`src/rtl/posit_cfg_pkg.sv`:
```
////////////////////////////////////////
// Posit format configuration
// Widths and constants for the multiplier
////////////////////////////////////////
`default_nettype none

package posit_cfg_pkg;

    // Posit format, 16 bits with one exponent bit
    localparam int POSIT_N  = 16;
    localparam int POSIT_ES = 1;

    // Signed regime, scale and fraction widths
    localparam int REGIME_W = $clog2(POSIT_N) + 2;
    localparam int SCALE_W  = REGIME_W + POSIT_ES + 1;
    localparam int FRAC_W   = POSIT_N - POSIT_ES - 2;
    localparam int PROD_W   = 2 * FRAC_W;

    // Fraction bits kept below the hidden one after the multiply
    localparam int RAW_FRAC_W = POSIT_N;

    // Encode word: run bit, terminator, exponent, fraction, pad
    localparam int WORD_W = 2 + POSIT_ES + RAW_FRAC_W + POSIT_N;

    // Regime limits before the result saturates
    localparam int REGIME_MAX = POSIT_N - 2;
    localparam int REGIME_MIN = -(POSIT_N - 1);

    // Special bit patterns
    localparam logic [POSIT_N-1:0] POSIT_NAR    = {1'b1, {(POSIT_N-1){1'b0}}};
    localparam logic [POSIT_N-1:0] POSIT_MAXPOS = {1'b0, {(POSIT_N-1){1'b1}}};
    localparam logic [POSIT_N-1:0] POSIT_MINPOS = {{(POSIT_N-1){1'b0}}, 1'b1};

endpackage

`default_nettype wire

```
`src/rtl/posit_types_pkg.sv`:
```
////////////////////////////////////////
// Stage payload types
// Decoded operands and raw products
////////////////////////////////////////
`default_nettype none

package posit_types_pkg;

    import posit_cfg_pkg::*;

    ////////////////////////////////////////
    // Decode stage
    ////////////////////////////////////////

    // One operand split into its parts
    // Scale is regime * 2^ES + exponent
    typedef struct packed {
        logic                       sign;
        logic                       is_zero;
        logic                       is_nar;
        logic signed [SCALE_W-1:0]  scale;
        // Hidden one on top
        logic [FRAC_W-1:0]          frac;
    } posit_dec_t;

    // Both operands of one multiply
    typedef struct packed {
        posit_dec_t a;
        posit_dec_t b;
    } dec_pair_t;

    ////////////////////////////////////////
    // Multiply stage
    ////////////////////////////////////////

    // Normalized product, ready for rounding
    // Hidden one dropped, lower bits folded into sticky
    typedef struct packed {
        logic                       sign;
        logic                       is_zero;
        logic                       is_nar;
        logic signed [SCALE_W-1:0]  scale;
        logic [RAW_FRAC_W-1:0]      frac;
        logic                       sticky;
    } mult_raw_t;

endpackage

`default_nettype wire

```
`src/rtl/posit_decode.sv`:
```
////////////////////////////////////////
// Input stage of the posit multiplier
// Splits both operands, one register
////////////////////////////////////////
`default_nettype none

module posit_decode
(
    input  logic                              clk_i,
    input  logic                              rst_n_i,
    input  logic                              valid_i,
    input  logic [posit_cfg_pkg::POSIT_N-1:0] a_i,
    input  logic [posit_cfg_pkg::POSIT_N-1:0] b_i,
    output posit_types_pkg::dec_pair_t        dec_o,
    output logic                              dec_valid_o
);

    import posit_cfg_pkg::*;
    import posit_types_pkg::*;

    dec_pair_t dec_d;

    ////////////////////////////////////////
    // Operand decoder
    ////////////////////////////////////////

    function automatic posit_dec_t decode_posit(input logic [POSIT_N-1:0] p);
        posit_dec_t                 d;
        logic [POSIT_N-1:0]         mag;
        logic                       run_bit;
        logic                       run_done;
        logic [REGIME_W-1:0]        run_len;
        logic signed [REGIME_W-1:0] regime;
        logic [POSIT_N-2:0]         rest;
        logic [POSIT_ES-1:0]        expo;

        // Special patterns
        d.sign    = p[POSIT_N-1];
        d.is_zero = (p == '0);
        d.is_nar  = (p == POSIT_NAR);

        // Negative posits are decoded from their two's complement
        mag = p[POSIT_N-1] ? -p : p;

        // Leading run, first regime bit included
        run_bit  = mag[POSIT_N-2];
        run_len  = REGIME_W'(1);
        run_done = 1'b0;
        for (int i = POSIT_N - 3; i >= 0; i--)
        begin
            // Stop at the first bit that breaks the run
            if (!run_done && mag[i] == run_bit)
                run_len = run_len + 1'b1;
            else
                run_done = 1'b1;
        end

        // Run of ones counts up from zero, run of zeros counts down
        regime = run_bit ? $signed(run_len - 1'b1) : -$signed(run_len);

        // Drop run and terminator, exponent ends up on top
        rest = mag[POSIT_N-2:0] << (run_len + 1'b1);
        expo = rest[POSIT_N-2 -: POSIT_ES];

        // Missing low bits come out as zeros
        d.frac  = {1'b1, rest[POSIT_N-2-POSIT_ES -: FRAC_W-1]};
        d.scale = $signed({regime, expo});

        return d;
    endfunction

    ////////////////////////////////////////
    // Both operands in parallel
    ////////////////////////////////////////

    always_comb
    begin
        dec_d.a = decode_posit(a_i);
        dec_d.b = decode_posit(b_i);
    end

    // Valid strobe, one cycle behind the inputs
    always_ff @(posedge clk_i)
    begin
        if (!rst_n_i)
            dec_valid_o <= 1'b0;
        else
            dec_valid_o <= valid_i;
    end

    // Payload only loads on a valid item
    always_ff @(posedge clk_i)
    begin
        if (valid_i)
            dec_o <= dec_d;
    end

endmodule

`default_nettype wire

```
`src/rtl/posit_mult_core.sv`:
```
////////////////////////////////////////
// Multiply stage of the posit multiplier
// Fraction product, normalize, scale sum
////////////////////////////////////////
`default_nettype none

module posit_mult_core
(
    input  logic                       clk_i,
    input  logic                       rst_n_i,
    input  posit_types_pkg::dec_pair_t dec_i,
    input  logic                       dec_valid_i,
    output posit_types_pkg::mult_raw_t raw_o,
    output logic                       raw_valid_o
);

    import posit_cfg_pkg::*;
    import posit_types_pkg::*;

    logic [PROD_W-1:0]         prod;
    logic [PROD_W-1:0]         prod_n;
    logic                      ovf;
    logic signed [SCALE_W-1:0] scale_inc;
    mult_raw_t                 raw_d;

    ////////////////////////////////////////
    // Product and normalization
    ////////////////////////////////////////

    always_comb
    begin
        // Both fractions in [1,2), product in [1,4)
        prod = dec_i.a.frac * dec_i.b.frac;

        // Product at 2 or above moves down one place
        ovf       = prod[PROD_W-1];
        prod_n    = ovf ? (prod >> 1) : prod;
        scale_inc = {{(SCALE_W-1){1'b0}}, ovf};

        // Hidden one now at PROD_W-2
        raw_d.frac   = prod_n[PROD_W-3 -: RAW_FRAC_W];
        // Bit shifted out on overflow is part of the sticky too
        raw_d.sticky = (|prod_n[PROD_W-3-RAW_FRAC_W:0]) | (ovf & prod[0]);

        raw_d.scale = dec_i.a.scale + dec_i.b.scale + scale_inc;
        raw_d.sign  = dec_i.a.sign ^ dec_i.b.sign;

        // NaR wins over zero
        raw_d.is_nar  = dec_i.a.is_nar | dec_i.b.is_nar;
        raw_d.is_zero = ~raw_d.is_nar & (dec_i.a.is_zero | dec_i.b.is_zero);
    end

    ////////////////////////////////////////
    // Stage register
    ////////////////////////////////////////

    always_ff @(posedge clk_i)
    begin
        if (!rst_n_i)
            raw_valid_o <= 1'b0;
        else
            raw_valid_o <= dec_valid_i;
    end

    always_ff @(posedge clk_i)
    begin
        if (dec_valid_i)
            raw_o <= raw_d;
    end

endmodule

`default_nettype wire

```
`src/rtl/posit_mult_top.sv`:
```
////////////////////////////////////////
// Posit multiplier top level
// Decode, multiply, round in three stages
////////////////////////////////////////
`default_nettype none

module posit_mult_top
(
    input  logic                              clk_i,
    input  logic                              rst_n_i,
    input  logic                              valid_i,
    input  logic [posit_cfg_pkg::POSIT_N-1:0] a_i,
    input  logic [posit_cfg_pkg::POSIT_N-1:0] b_i,
    output logic [posit_cfg_pkg::POSIT_N-1:0] result_o,
    output logic                              valid_o
);

    import posit_types_pkg::*;

    // Decode to multiply
    dec_pair_t dec;
    logic      dec_valid;

    // Multiply to round
    mult_raw_t raw;
    logic      raw_valid;

    ////////////////////////////////////////
    // Stage 1, operand decode
    ////////////////////////////////////////

    posit_decode u_decode
    (
        .clk_i       (clk_i),
        .rst_n_i     (rst_n_i),
        .valid_i     (valid_i),
        .a_i         (a_i),
        .b_i         (b_i),
        .dec_o       (dec),
        .dec_valid_o (dec_valid)
    );

    ////////////////////////////////////////
    // Stage 2, fraction multiply
    ////////////////////////////////////////

    posit_mult_core u_core
    (
        .clk_i       (clk_i),
        .rst_n_i     (rst_n_i),
        .dec_i       (dec),
        .dec_valid_i (dec_valid),
        .raw_o       (raw),
        .raw_valid_o (raw_valid)
    );

    ////////////////////////////////////////
    // Stage 3, round and encode
    ////////////////////////////////////////

    // Result and valid leave together, three cycles after the input
    posit_round_encode u_round
    (
        .clk_i       (clk_i),
        .rst_n_i     (rst_n_i),
        .raw_i       (raw),
        .raw_valid_i (raw_valid),
        .result_o    (result_o),
        .valid_o     (valid_o)
    );

endmodule

`default_nettype wire

```
`src/rtl/posit_round_encode.sv`:
```
////////////////////////////////////////
// Output stage of the posit multiplier
// Encode, round to nearest even, saturate
////////////////////////////////////////
`default_nettype none

module posit_round_encode
(
    input  logic                              clk_i,
    input  logic                              rst_n_i,
    input  posit_types_pkg::mult_raw_t        raw_i,
    input  logic                              raw_valid_i,
    output logic [posit_cfg_pkg::POSIT_N-1:0] result_o,
    output logic                              valid_o
);

    import posit_cfg_pkg::*;
    import posit_types_pkg::*;

    logic signed [SCALE_W-1:0] regime;
    logic [POSIT_ES-1:0]       expo;
    logic                      rneg;
    logic [SCALE_W-1:0]        shamt;
    logic signed [WORD_W-1:0]  word;
    logic signed [WORD_W-1:0]  word_sh;
    logic [POSIT_N-2:0]        body;
    logic [POSIT_N-2:0]        body_rnd;
    logic                      lsb;
    logic                      guard;
    logic                      sticky;
    logic                      ulp;
    logic [POSIT_N-1:0]        mag;
    logic [POSIT_N-1:0]        result_d;

    ////////////////////////////////////////
    // Regime, exponent and fraction layout
    ////////////////////////////////////////

    always_comb
    begin
        // Split scale, exponent is the low ES bits
        regime = $signed(raw_i.scale) >>> POSIT_ES;
        expo   = raw_i.scale[POSIT_ES-1:0];
        rneg   = regime[SCALE_W-1];

        // Run length minus one, r for r >= 0 and -r-1 below
        shamt = rneg ? ~regime : regime;

        // Leading run bit, terminator, exponent, fraction, zero pad
        word    = {~rneg, rneg, expo, raw_i.frac, {POSIT_N{1'b0}}};
        // Arithmetic shift grows the run
        word_sh = word >>> shamt;

        // Bits below the sign
        body = word_sh[WORD_W-1 -: POSIT_N-1];

        // Round to nearest, ties to even
        lsb    = body[0];
        guard  = word_sh[WORD_W-POSIT_N];
        sticky = (|word_sh[WORD_W-POSIT_N-1:0]) | raw_i.sticky;
        ulp    = guard & (lsb | sticky);

        // Unclamped regime always leaves a zero in body, so no carry out
        body_rnd = body + ulp;

        // Never round to zero or past maxpos
        if (regime >= REGIME_MAX)
            mag = POSIT_MAXPOS;
        else if (regime <= REGIME_MIN)
            mag = POSIT_MINPOS;
        else
            mag = {1'b0, body_rnd};

        // Negative result is the two's complement
        if (raw_i.is_nar)
            result_d = POSIT_NAR;
        else if (raw_i.is_zero)
            result_d = '0;
        else
            result_d = raw_i.sign ? -mag : mag;
    end

    ////////////////////////////////////////
    // Output register
    ////////////////////////////////////////

    always_ff @(posedge clk_i)
    begin
        if (!rst_n_i)
            valid_o <= 1'b0;
        else
            valid_o <= raw_valid_i;
    end

    always_ff @(posedge clk_i)
    begin
        if (raw_valid_i)
            result_o <= result_d;
    end

endmodule

`default_nettype wire

```
`config.mk`:
```
export PLATFORM = sky130hd
export DESIGN_NAME = posit_mult_top
export DESIGN_NICKNAME = d
export VERILOG_FILES = /design/src/rtl/posit_cfg_pkg.sv /design/src/rtl/posit_types_pkg.sv /design/src/rtl/posit_decode.sv /design/src/rtl/posit_mult_core.sv /design/src/rtl/posit_mult_top.sv /design/src/rtl/posit_round_encode.sv
export SDC_FILE = /design/constraint.sdc
export NUM_CORES = 1
export LEC_CHECK = 0
export ABC_CLOCK_PERIOD_IN_PS = 16200
export BUFFER_PORTS_ARGS = -buffer_cell sky130_fd_sc_hd__buf_2
export CAP_MARGIN = 0
export CORE_ASPECT_RATIO = 0.9
export CORE_UTILIZATION = 40
export DETAILED_ROUTE_END_ITERATION = 12
export HOLD_SLACK_MARGIN = 0.03
export MAX_ROUTING_LAYER = met4
export PLACE_DENSITY_LB_ADDON = 0.25
export SLEW_MARGIN = 25
export SYNTH_ARGS = -nofsm -noshare
export SYNTH_HDL_FRONTEND = slang
export SYNTH_SLANG_ARGS = --single-unit
```
`constraint.sdc`:
```
create_clock -name clk_i -period 16.2 [get_ports clk_i]
set_input_delay 0.81 -clock clk_i [delete_from_list [all_inputs] [get_ports clk_i]]
set_output_delay 0.81 -clock clk_i [all_outputs]
set_load 0.01 [all_outputs]
```
==> results of run 1 <==
## worst max-delay path: cells and delay by family
family,cells,cell delay [ps]
simple gates,11,1890
xor+xnor,1,330
fa+ha+maj,12,3950
mux,5,1330
buf+inv,2,330
compound gates,14,2720
## layout make-up
| cell class | instances | area, um^2 | share of cell area (%) |
|---|---|---|---|
| clock inverters | 7 | 93.8 | 0.525 |
| well taps | 540 | 676 | 3.78 |
| clock buffers | 9 | 225 | 1.26 |
| repair buffers | 70 | 400 | 2.24 |
| inverters | 164 | 616 | 3.44 |
| flip-flops and latches | 91 | 2700 | 15.1 |
| multi-input cells | 1633 | 13200 | 73.6 |
## state kept, by name (all words and copies together) (netlist names)
register              cells
u_core.raw_o             28
u_core.raw_valid_o        1
u_decode.dec_o           44
u_decode.dec_valid_o      1
u_round.result_o         16
u_round.valid_o           1
## layer usage
layer  vias to the layer above  track usage, %  routed length (um)  share of wire, %
li1                       7034               -                   -                 -
met1                      7033            29.6               21200                49
met2                       378            31.8               19400                45
met3                        41            3.46                2340               5.4
met4                         0            4.07                 547               1.3
met5                         -               -                   0                 0
## Yosys cell counts (7+ instances only)
cell type | n | area (um^2)
nand2_1 | 193 | 724
inv_1 | 163 | 612
nor2_1 | 153 | 574
fa_1 | 123 | 2460
ha_1 | 106 | 1330
xnor2_1 | 96 | 841
and2_1 | 90 | 563
a21oi_1 | 89 | 445
edfxtp_1 | 88 | 2640
clkbuf_1 | 69 | 259
o21ai_0 | 69 | 345
mux2i_1 | 66 | 661
nor3_1 | 62 | 310
nand3_1 | 38 | 190
nor2b_1 | 38 | 238
a211oi_1 | 32 | 240
mux2_2 | 28 | 315
xor2_1 | 27 | 236
a21o_1 | 23 | 173
nor4_1 | 23 | 144
or3_1 | 22 | 138
nand2b_1 | 20 | 125
o211ai_1 | 20 | 150
buf_2 | 19 | 95.1
nand4_1 | 17 | 106
and3_1 | 16 | 100
o21a_1 | 15 | 113
a31oi_1 | 14 | 87.6
o22ai_1 | 14 | 87.6
o31ai_1 | 12 | 90.1
mux4_2 | 11 | 248
o21bai_1 | 11 | 82.6
or4_1 | 11 | 82.6
a311oi_1 | 10 | 87.6
a41o_1 | 10 | 100
a22oi_1 | 9 | 67.6
nor4b_1 | 8 | 70.1
a31o_2 | 7 | 61.3
or2_2 | 7 | 43.8
## cells by family (layout without fill, tap and decap cells)
kind of cell / after synthesis / after routing / synth area share (%)
XOR/XNOR: 133 / 133 / 7.51
adder cells (fa/ha/maj): 235 / 235 / 22.8
flip-flops: 91 / 91 / 16.0
AO/OA/AOI/OAI: 418 / 418 / 17.5
AND/OR/NAND/NOR: 742 / 742 / 22.7
buffers and inverters: 263 / 250 / 6.11
multiplexers: 105 / 105 / 7.26
## metrics by stage
stage / cell area, um^2 / util, % / worst slack (ps) / std cells / hold WS [ps]
6_report: 17900 / 43.5 / 4910 / 2514 / 543
5_1_grt: 17900 / 43.5 / 4300 / 2514 / 566
4_1_cts: 17900 / 43.5 / 5000 / 2514 / 550
3_5_place_dp: 17500 / 42.7 / 4670 / 2498 / 533
3_3_place_gp: 17500 / 42.7 / 4770 / 2498 / 526
2_1_floorplan: 16900 / - / 6150 / 1987 / 493
## worst min path at each step
stage                                         endpoint
global route        u_round.result_o[15]$_SDFFCE_PP1P_
floorplan                   u_core.raw_o[25]$_DFFE_PP_
global placement    u_round.result_o[15]$_SDFFCE_PP1P_
detailed placement  u_round.result_o[15]$_SDFFCE_PP1P_
finish              u_round.result_o[15]$_SDFFCE_PP1P_
CTS                 u_round.result_o[15]$_SDFFCE_PP1P_
==> impl_metrics.env, run 1 <==
export IMPL_cts_tree="built"
export IMPL_endpoint="u_decode.dec_o[9]$_SDFFCE_PP0P_"
export IMPL_worstReg2RegStart="u_decode.dec_o[26]$_SDFFCE_PP0P_"
export IMPL_syn_area_per_cell_um2=8.48
export IMPL_setup_violations=0
export IMPL_drv_cap=0
export IMPL_synth_flop_cell="edfxtp_1"
export IMPL_die_area_mm2=0.0430
export IMPL_wl_per_cell_um=17.3
export IMPL_first_pass_iters=5
export IMPL_required_ps=16260
export IMPL_finClkSkew_ps=7.11
export IMPL_core_area_mm2=0.0411
export IMPL_hold_path_class="flop to flop"
export IMPL_drt_iter0_markers=977
export IMPL_cp_slowest_cell="a22oi_1"
export IMPL_fmax_ghz=0.0886
export IMPL_io_pins=52
export IMPL_cts_root_buf="clkbuf_16"
export IMPL_slowest_delay_ps=610
export IMPL_routed_wirelength_mm=43.5
export IMPL_avgViaCountPerCell=5.76
export IMPL_seq_area_frac_synth_pct=16.0
export IMPL_final_cell_mix="nand2_1 (193), inv_1 (163), nor2_1 (153)"
export IMPL_portBuffers=51
export IMPL_synth_nets=2251
export IMPL_crit_start="b_i[0]"
export IMPL_worstSetupPathType="primary input to flop"
export IMPL_grt_max_degree=46
export IMPL_rsz0062_at_grt="no"
export IMPL_nets=2233
export IMPL_async_reset_ff_share_pct=0
export IMPL_tightest_slew_ps=1050
export IMPL_grtUsageTotal_pct=21.0
export IMPL_die_h_um=197
export IMPL_synth_edf_count=88
export IMPL_ctsHoldBuffers=0
export IMPL_cp_data_arrival_time_ps=11350
export IMPL_final_common_cell="nand2_1"
export IMPL_cp_start_kind="primary input"
export IMPL_place_hpwl_mm=34.9
export IMPL_synthCells=1987
export IMPL_timing_reg2reg_setup_slack_ps=8060
export IMPL_synth_seq_cells=91
export IMPL_fin_crit_sh_pct=69.7
export IMPL_fin_crit_ps=11290
export IMPL_std_cell_rows=70
export IMPL_initial_core_util_pct=41.0
export IMPL_areaGrowthSynthToFinish_pct=6.07
export IMPL_grt_overflow_total=0
export IMPL_cts_clk_slew_worst_paths_ps=70
export IMPL_drc=0
export IMPL_min_delay_start="u_core.raw_o[25]$_DFFE_PP_"
export IMPL_antenna_found_initial=0
export IMPL_fillCellCount=4094
export IMPL_fp_dieW_um=218
export IMPL_first_global_vias=13700
export IMPL_numClockSinks=91
export IMPL_timing_rr_end="u_core.raw_o[23]$_DFFE_PP_"
export IMPL_cts_htree_levels=3
export IMPL_timing_slew_headroom_pct=29.6
export IMPL_slew_violations=0
export IMPL_final_antenna_net_count=0
export IMPL_yosysWarnings=0
export IMPL_timing_setup_tns_ps=0
export IMPL_min_path_cells=1
export IMPL_hold_viol=0
export IMPL_cts_buffers_inserted=9
export IMPL_cts_resized=0
export IMPL_path_max_fanout=9
export IMPL_ys_types=99
export IMPL_netlist_area_mm2=0.0169
export IMPL_antennaDiodeCount=0
export IMPL_vias=14500
export IMPL_reg2regPathDepth=32
export IMPL_clock_path_buffers=2
export IMPL_clk_insertion_delay_late_ps=360
export IMPL_worstSetupEndpointType="flop"
export IMPL_place_congestion=0.974
export IMPL_grt_pass1_wl_mm=71.7
export IMPL_drive_gt1_share_pct=8.92
export IMPL_crit_top_cell="ha_1"
export IMPL_cts_setup_buffers=0
export IMPL_status="complete, no violations"
Power of run 1 is not shown: default switching activity piles up to over one toggle a cycle in this logic, so the estimate is an artifact.
==> run 2, diff against run 1 <==
ABC_AREA = 1   (was default)
ABC_CLOCK_PERIOD_IN_PS = 11000   (was 16200)
clock period = 11 ns   (was 16.2 ns; I/O delays follow)
==> run 2 against run 1 <==
Critical path depth up 13. Clock skew rose by 3.7 ps. Via count decreased by 5.1%. Die area shrank 7.4%. Worst setup slack lost 3200 ps. Synthesized cell count increased by 13%. Synthesized area decreased by 7.5%. Critical path type unchanged.
==> impl_metrics.env, run 2 <==
export IMPL_status="complete, no violations"
export IMPL_required_ps=11110
export IMPL_whs_endpoint="u_core.raw_valid_o$_SDFF_PN0_"
export IMPL_final_antenna_net_count=0
export IMPL_fin_crit_sh_pct=84.7
export IMPL_tightest_slew_ps=835
export IMPL_largestRegisters="u_decode.dec_o: 44 flops, u_core.raw_o: 28 flops, u_round.result_o: 16 flops"
export IMPL_place_hpwl_mm=30.1
export IMPL_fmax_ghz=0.107
export IMPL_cts_setup_buffers=0
export IMPL_place_congestion=0.918
export IMPL_synth_area_leaders="edfxtp_1 (17%), fa_1 (16%), nand2_1 (15%)"
export IMPL_timing_setup_tns_ps=0
export IMPL_synthCells=2251
export IMPL_cts_htree_levels=3
export IMPL_portBuffers=51
export IMPL_die_area_mm2=0.0398
export IMPL_async_reset_ff_share_pct=0
export IMPL_rsz0062_at_grt="no"
export IMPL_synth_edf_count=88
export IMPL_nets=2517
export IMPL_avgViaCountPerCell=4.94
export IMPL_yosysMostFrequentCell="nand2_1"
export IMPL_cp_data_arrival_time_ps=9420
export IMPL_wl_per_cell_um=13.1
export IMPL_regMostFlops="u_decode.dec_o"
export IMPL_clock_path_buffers=2
export IMPL_path_max_fanout=28
export IMPL_synth_common_cells="nand2_1 (633), inv_1 (390), nor2_1 (151)"
export IMPL_synth_top_area_share_pct=17.0
export IMPL_min_delay_start="rst_n_i"
export IMPL_antenna_found_initial=2
export IMPL_std_cell_rows=68
export IMPL_cp_slowest_cell="ha_1"
export IMPL_areaGrowthSynthToFinish_pct=6.09
export IMPL_cts_tree="built"
export IMPL_core_area_mm2=0.0384
export IMPL_first_global_vias=13000
export IMPL_worstSetupEndpointType="flop"
export IMPL_numClockSinks=91
export IMPL_ys_types=64
export IMPL_synth_seq_cells=91
export IMPL_final_common_cell="nand2_1"
export IMPL_setup_violations=0
export IMPL_cp_start_kind="primary input"
export IMPL_drive_gt1_share_pct=10.2
export IMPL_cts_buffers_inserted=9
export IMPL_finClkSkew_ps=10.8
export IMPL_synth_flop_cell="edfxtp_1"
export IMPL_drc=0
export IMPL_grt_overflow_total=0
export IMPL_hold_viol=0
export IMPL_routed_wirelength_mm=36.4
export IMPL_worstSetupPathType="primary input to flop"
export IMPL_synth_top_area_cell="edfxtp_1"
export IMPL_seq_area_frac_synth_pct=17.3
export IMPL_grtUsageTotal_pct=19.4
export IMPL_io_pins=52
export IMPL_first_pass_iters=5
export IMPL_drt_iter0_markers=779
export IMPL_yosysWarnings=0
export IMPL_synth_nets=2515
export IMPL_cts_resized=0
export IMPL_final_cell_mix="nand2_1 (633), inv_1 (390), nor2_1 (151)"
export IMPL_grt_pass1_wl_mm=61.9
export IMPL_reg2regPathDepth=34
export IMPL_ctsHoldBuffers=0
export IMPL_drv_cap=0
export IMPL_timing_reg2reg_setup_slack_ps=2220
export IMPL_fin_crit_ps=9310
export IMPL_syn_area_per_cell_um2=6.92
export IMPL_netlist_area_mm2=0.0156
export IMPL_fillCellCount=4092
export IMPL_die_h_um=189
export IMPL_clk_insertion_delay_late_ps=360
export IMPL_slew_violations=0
export IMPL_timing_rr_end="u_core.raw_o[23]$_DFFE_PP_"
export IMPL_crit_top_cell="nand2_1"
export IMPL_cts_root_buf="clkbuf_16"
export IMPL_worstReg2RegStart="u_decode.dec_o[3]$_SDFFCE_PP0P_"
export IMPL_hold_path_class="primary input to flop"
export IMPL_largest_register_ffs=44
export IMPL_fp_dieW_um=210
export IMPL_cts_clk_slew_worst_paths_ps=70
export IMPL_initial_core_util_pct=40.6
export IMPL_grt_max_degree=46
export IMPL_slowest_delay_ps=570
export IMPL_vias=13800
export IMPL_min_path_cells=3
export IMPL_timing_slew_headroom_pct=44.2
-- run 2: worst max-delay path by stage --
| stage | startpoint | to | slack, ps | cells after the start |
|---|---|---|---|---|
| 6_report | a_i[0] | u_decode.dec_o[35]$_SDFFCE_PP0P_ | 1690 | 58 |
| 4_1_cts | a_i[0] | u_decode.dec_o[35]$_SDFFCE_PP0P_ | 1720 | 58 |
| 5_1_grt | a_i[0] | u_decode.dec_o[35]$_SDFFCE_PP0P_ | 940 | 58 |
| 3_3_place_gp | a_i[0] | u_decode.dec_o[35]$_SDFFCE_PP0P_ | 1620 | 58 |
| 2_1_floorplan | b_i[0] | u_decode.dec_o[13]$_SDFFCE_PP0P_ | 2790 | 54 |
| 3_5_place_dp | a_i[0] | u_decode.dec_o[35]$_SDFFCE_PP0P_ | 1350 | 58 |
-- run 2: area by class of cell --
cell class	instances	area [um^2]	area share [%]
multi-input cells	1666	11000	66.3
clock buffers	9	225	1.36
inverters	428	1620	9.78
diodes	1	2.50	0.0151
clock inverters	7	65.1	0.393
flip-flops and latches	91	2700	16.3
repair buffers	57	303	1.83
well taps	525	657	3.97
-- run 2: cell families after synthesis --
kind of cell    after synthesis  share of synthesized area, %
mux                           2                         0.136
buf+inv                     494                          12.3
simple gates               1125                          33.0
xor+xnor                     71                          4.33
flops                        91                          17.3
compound gates              239                          8.54
fa+ha+maj                   229                          24.3
-- run 2: stage by stage --
stage | worst slack, ps | utilization [%] | instances | hold WS, ps | area [um^2]
after floorplan | 2790 | - | 2251 | 493 | 15600
after global placement | 1620 | 42.3 | 2767 | 509 | 16200
after detailed placement | 1350 | 42.3 | 2767 | 529 | 16200
after CTS | 1720 | 43.1 | 2783 | 379 | 16500
after global routing | 942 | 43.1 | 2784 | 403 | 16500
final | 1690 | 43.1 | 2784 | 395 | 16500
-- run 2: critical path: cells and delay by family --
family | cells | cell delay, ps
compound gates | 5 | 630
fa+ha+maj | 12 | 3630
buf+inv | 9 | 1170
simple gates | 32 | 3430
-- run 2: routing by layer --
layer / vias up / routed length (um) / global-route usage, %
met4: 0 / 426 / 3.48
met1: 6381 / 18100 / 26.5
met3: 35 / 1500 / 2.49
met2: 251 / 16400 / 31.0
met5: - / 0 / -
li1: 7086 / - / -
Power of run 2 is left out for the same reason.
==> run 3, diff against run 2 <==
ABC_CLOCK_PERIOD_IN_PS = 8800   (was 11000)
clock period = 8.8 ns   (was 11 ns; I/O delays follow)
==> run 3 against run 2 <==
First-iteration DRC count is 3.9% lower. Count of clock-buffer cells in the layout grew 1. Sequential share of layout area is 0.40 points lower. Clock skew fell by 3.0 ps. Sequential cell count stayed put. Highest routed layer unchanged.
==> impl_metrics.env, run 3 (same netlist as run 2, synthesis figures left out) <==
export IMPL_io_pins=52
export IMPL_holdWs_ps=303
export IMPL_endpoint="u_decode.dec_o[37]$_SDFFCE_PP0P_"
export IMPL_cp_data_arrival_time_ps=8440
export IMPL_areaGrowthSynthToFinish_pct=8.78
export IMPL_std_cell_rows=68
export IMPL_largest_register_ffs=44
export IMPL_timing_rr_end="u_core.raw_o[23]$_DFFE_PP_"
export IMPL_finClkSkew_ps=7.80
export IMPL_drt_iter0_markers=749
export IMPL_largestRegisters="u_decode.dec_o: 44 flops, u_core.raw_o: 28 flops, u_round.result_o: 16 flops"
export IMPL_antenna_found_initial=1
export IMPL_crit_start="a_i[0]"
export IMPL_avgViaCountPerCell=4.89
export IMPL_place_hpwl_mm=30.7
export IMPL_slew_violations=0
export IMPL_worstSetupEndpointType="flop"
export IMPL_cts_buffers_inserted=9
export IMPL_clk_insertion_delay_late_ps=350
export IMPL_numClockSinks=91
export IMPL_cp_start_kind="primary input"
export IMPL_status="complete, no violations"
export IMPL_drv_cap=0
export IMPL_cts_tree="built"
export IMPL_slowest_delay_ps=310
export IMPL_regMostFlops="u_decode.dec_o"
export IMPL_min_delay_start="rst_n_i"
export IMPL_die_area_mm2=0.0398
export IMPL_timing_slew_headroom_pct=35.9
export IMPL_final_antenna_net_count=0
export IMPL_cts_clk_slew_worst_paths_ps=70
export IMPL_fin_crit_ps=8220
export IMPL_fmax_ghz=0.122
export IMPL_final_common_cell="nand2_1"
export IMPL_hold_path_class="primary input to flop"
export IMPL_path_max_fanout=6
export IMPL_multi_input_area_mm2=0.0111
export IMPL_initial_core_util_pct=40.6
export IMPL_grt_overflow_total=0
export IMPL_cts_htree_levels=3
export IMPL_routed_wirelength_mm=37.0
export IMPL_timing_setup_tns_ps=0
export IMPL_tightest_slew_ps=953
export IMPL_required_ps=9020
export IMPL_hold_viol=0
export IMPL_fin_crit_sh_pct=93.4
export IMPL_grtUsageTotal_pct=19.7
export IMPL_core_area_mm2=0.0384
export IMPL_crit_top_cell="nand2_1"
export IMPL_die_h_um=189
export IMPL_reg2regPathDepth=33
export IMPL_cts_root_buf="clkbuf_16"
export IMPL_first_global_vias=13000
export IMPL_cp_slowest_cell="or2_2"
export IMPL_regArea_mm2=0.00270
export IMPL_timing_reg2reg_setup_slack_ps=730
export IMPL_nets=2557
export IMPL_ctsHoldBuffers=0
export IMPL_setup_violations=0
export IMPL_worstReg2RegStart="u_decode.dec_o[1]$_SDFFCE_PP0P_"
export IMPL_drive_gt1_share_pct=12.7
export IMPL_worstSetupPathType="primary input to flop"
export IMPL_final_cell_mix="nand2_1 (623), inv_1 (386), nor2_1 (149)"
export IMPL_grt_max_degree=46
export IMPL_drc=0
export IMPL_clock_path_buffers=2
export IMPL_grt_pass1_wl_mm=62.9
export IMPL_place_congestion=0.910
export IMPL_portBuffers=51
export IMPL_fillCellCount=3985
export IMPL_first_pass_iters=6
export IMPL_wl_per_cell_um=13.1
export IMPL_fp_dieW_um=210
export IMPL_vias=13800
[run 3: area by class of cell]
| class | instances | area share (%) |
|---|---|---|
| Sequential cell | 91 | 15.9 |
| Multi-Input combinational cell | 1666 | 65.3 |
| Clock inverter | 6 | 0.280 |
| Inverter | 428 | 9.61 |
| Timing Repair Buffer | 97 | 3.60 |
| Clock buffer | 10 | 1.35 |
| Antenna cell | 1 | 0.0148 |
| Tap cell | 525 | 3.87 |
[run 3: worst min path at each step]
stage	depth (start not counted)	endpoint	slack, ps
after floorplan	1	u_core.raw_o[25]$_DFFE_PP_	490
after global placement	2	u_core.raw_valid_o$_SDFF_PN0_	420
after detailed placement	2	u_core.raw_valid_o$_SDFF_PN0_	430
after CTS	3	u_core.raw_valid_o$_SDFF_PN0_	290
after global routing	3	u_core.raw_valid_o$_SDFF_PN0_	300
final	3	u_core.raw_valid_o$_SDFF_PN0_	300
[run 3: worst max-delay path: cells and delay by family]
| family | cells | cell delay [ps] |
|---|---|---|
| simple gates | 33 | 3330 |
| fa+ha+maj | 12 | 3280 |
| buf+inv | 13 | 930 |
| compound gates | 2 | 260 |
| xor+xnor | 1 | 200 |
[run 3: timing repair]
action                                  in CTS  in global routing
hold endpoints to repair                     0                  0
buffers inserted                             0                 18
endpoints found under the setup margin       0                 26
resized for setup                            0                 37
[run 3: per-stage QoR]
stage | cells | cell area (um^2) | util (%) | setup slack, ps
6_report | 2824 | 17000 | 44.2 | 579
5_1_grt | 2824 | 17000 | 44.2 | -55.0
4_1_cts | 2805 | 16700 | 43.5 | 276
3_5_place_dp | 2789 | 16400 | 42.8 | -74.5
3_3_place_gp | 2789 | 16400 | 42.8 | 109
2_1_floorplan | 2251 | 15600 | - | 702
[run 3: layer usage]
metal	global-route usage, %	vias to the layer above	part of all wire (%)
met5	-	-	0
met4	3.82	0	1.2
met3	1.81	26	4.2
met2	31.3	263	45
met1	27.3	6366	50
li1	-	7163	-
Power of run 3 is left out for the same reason.
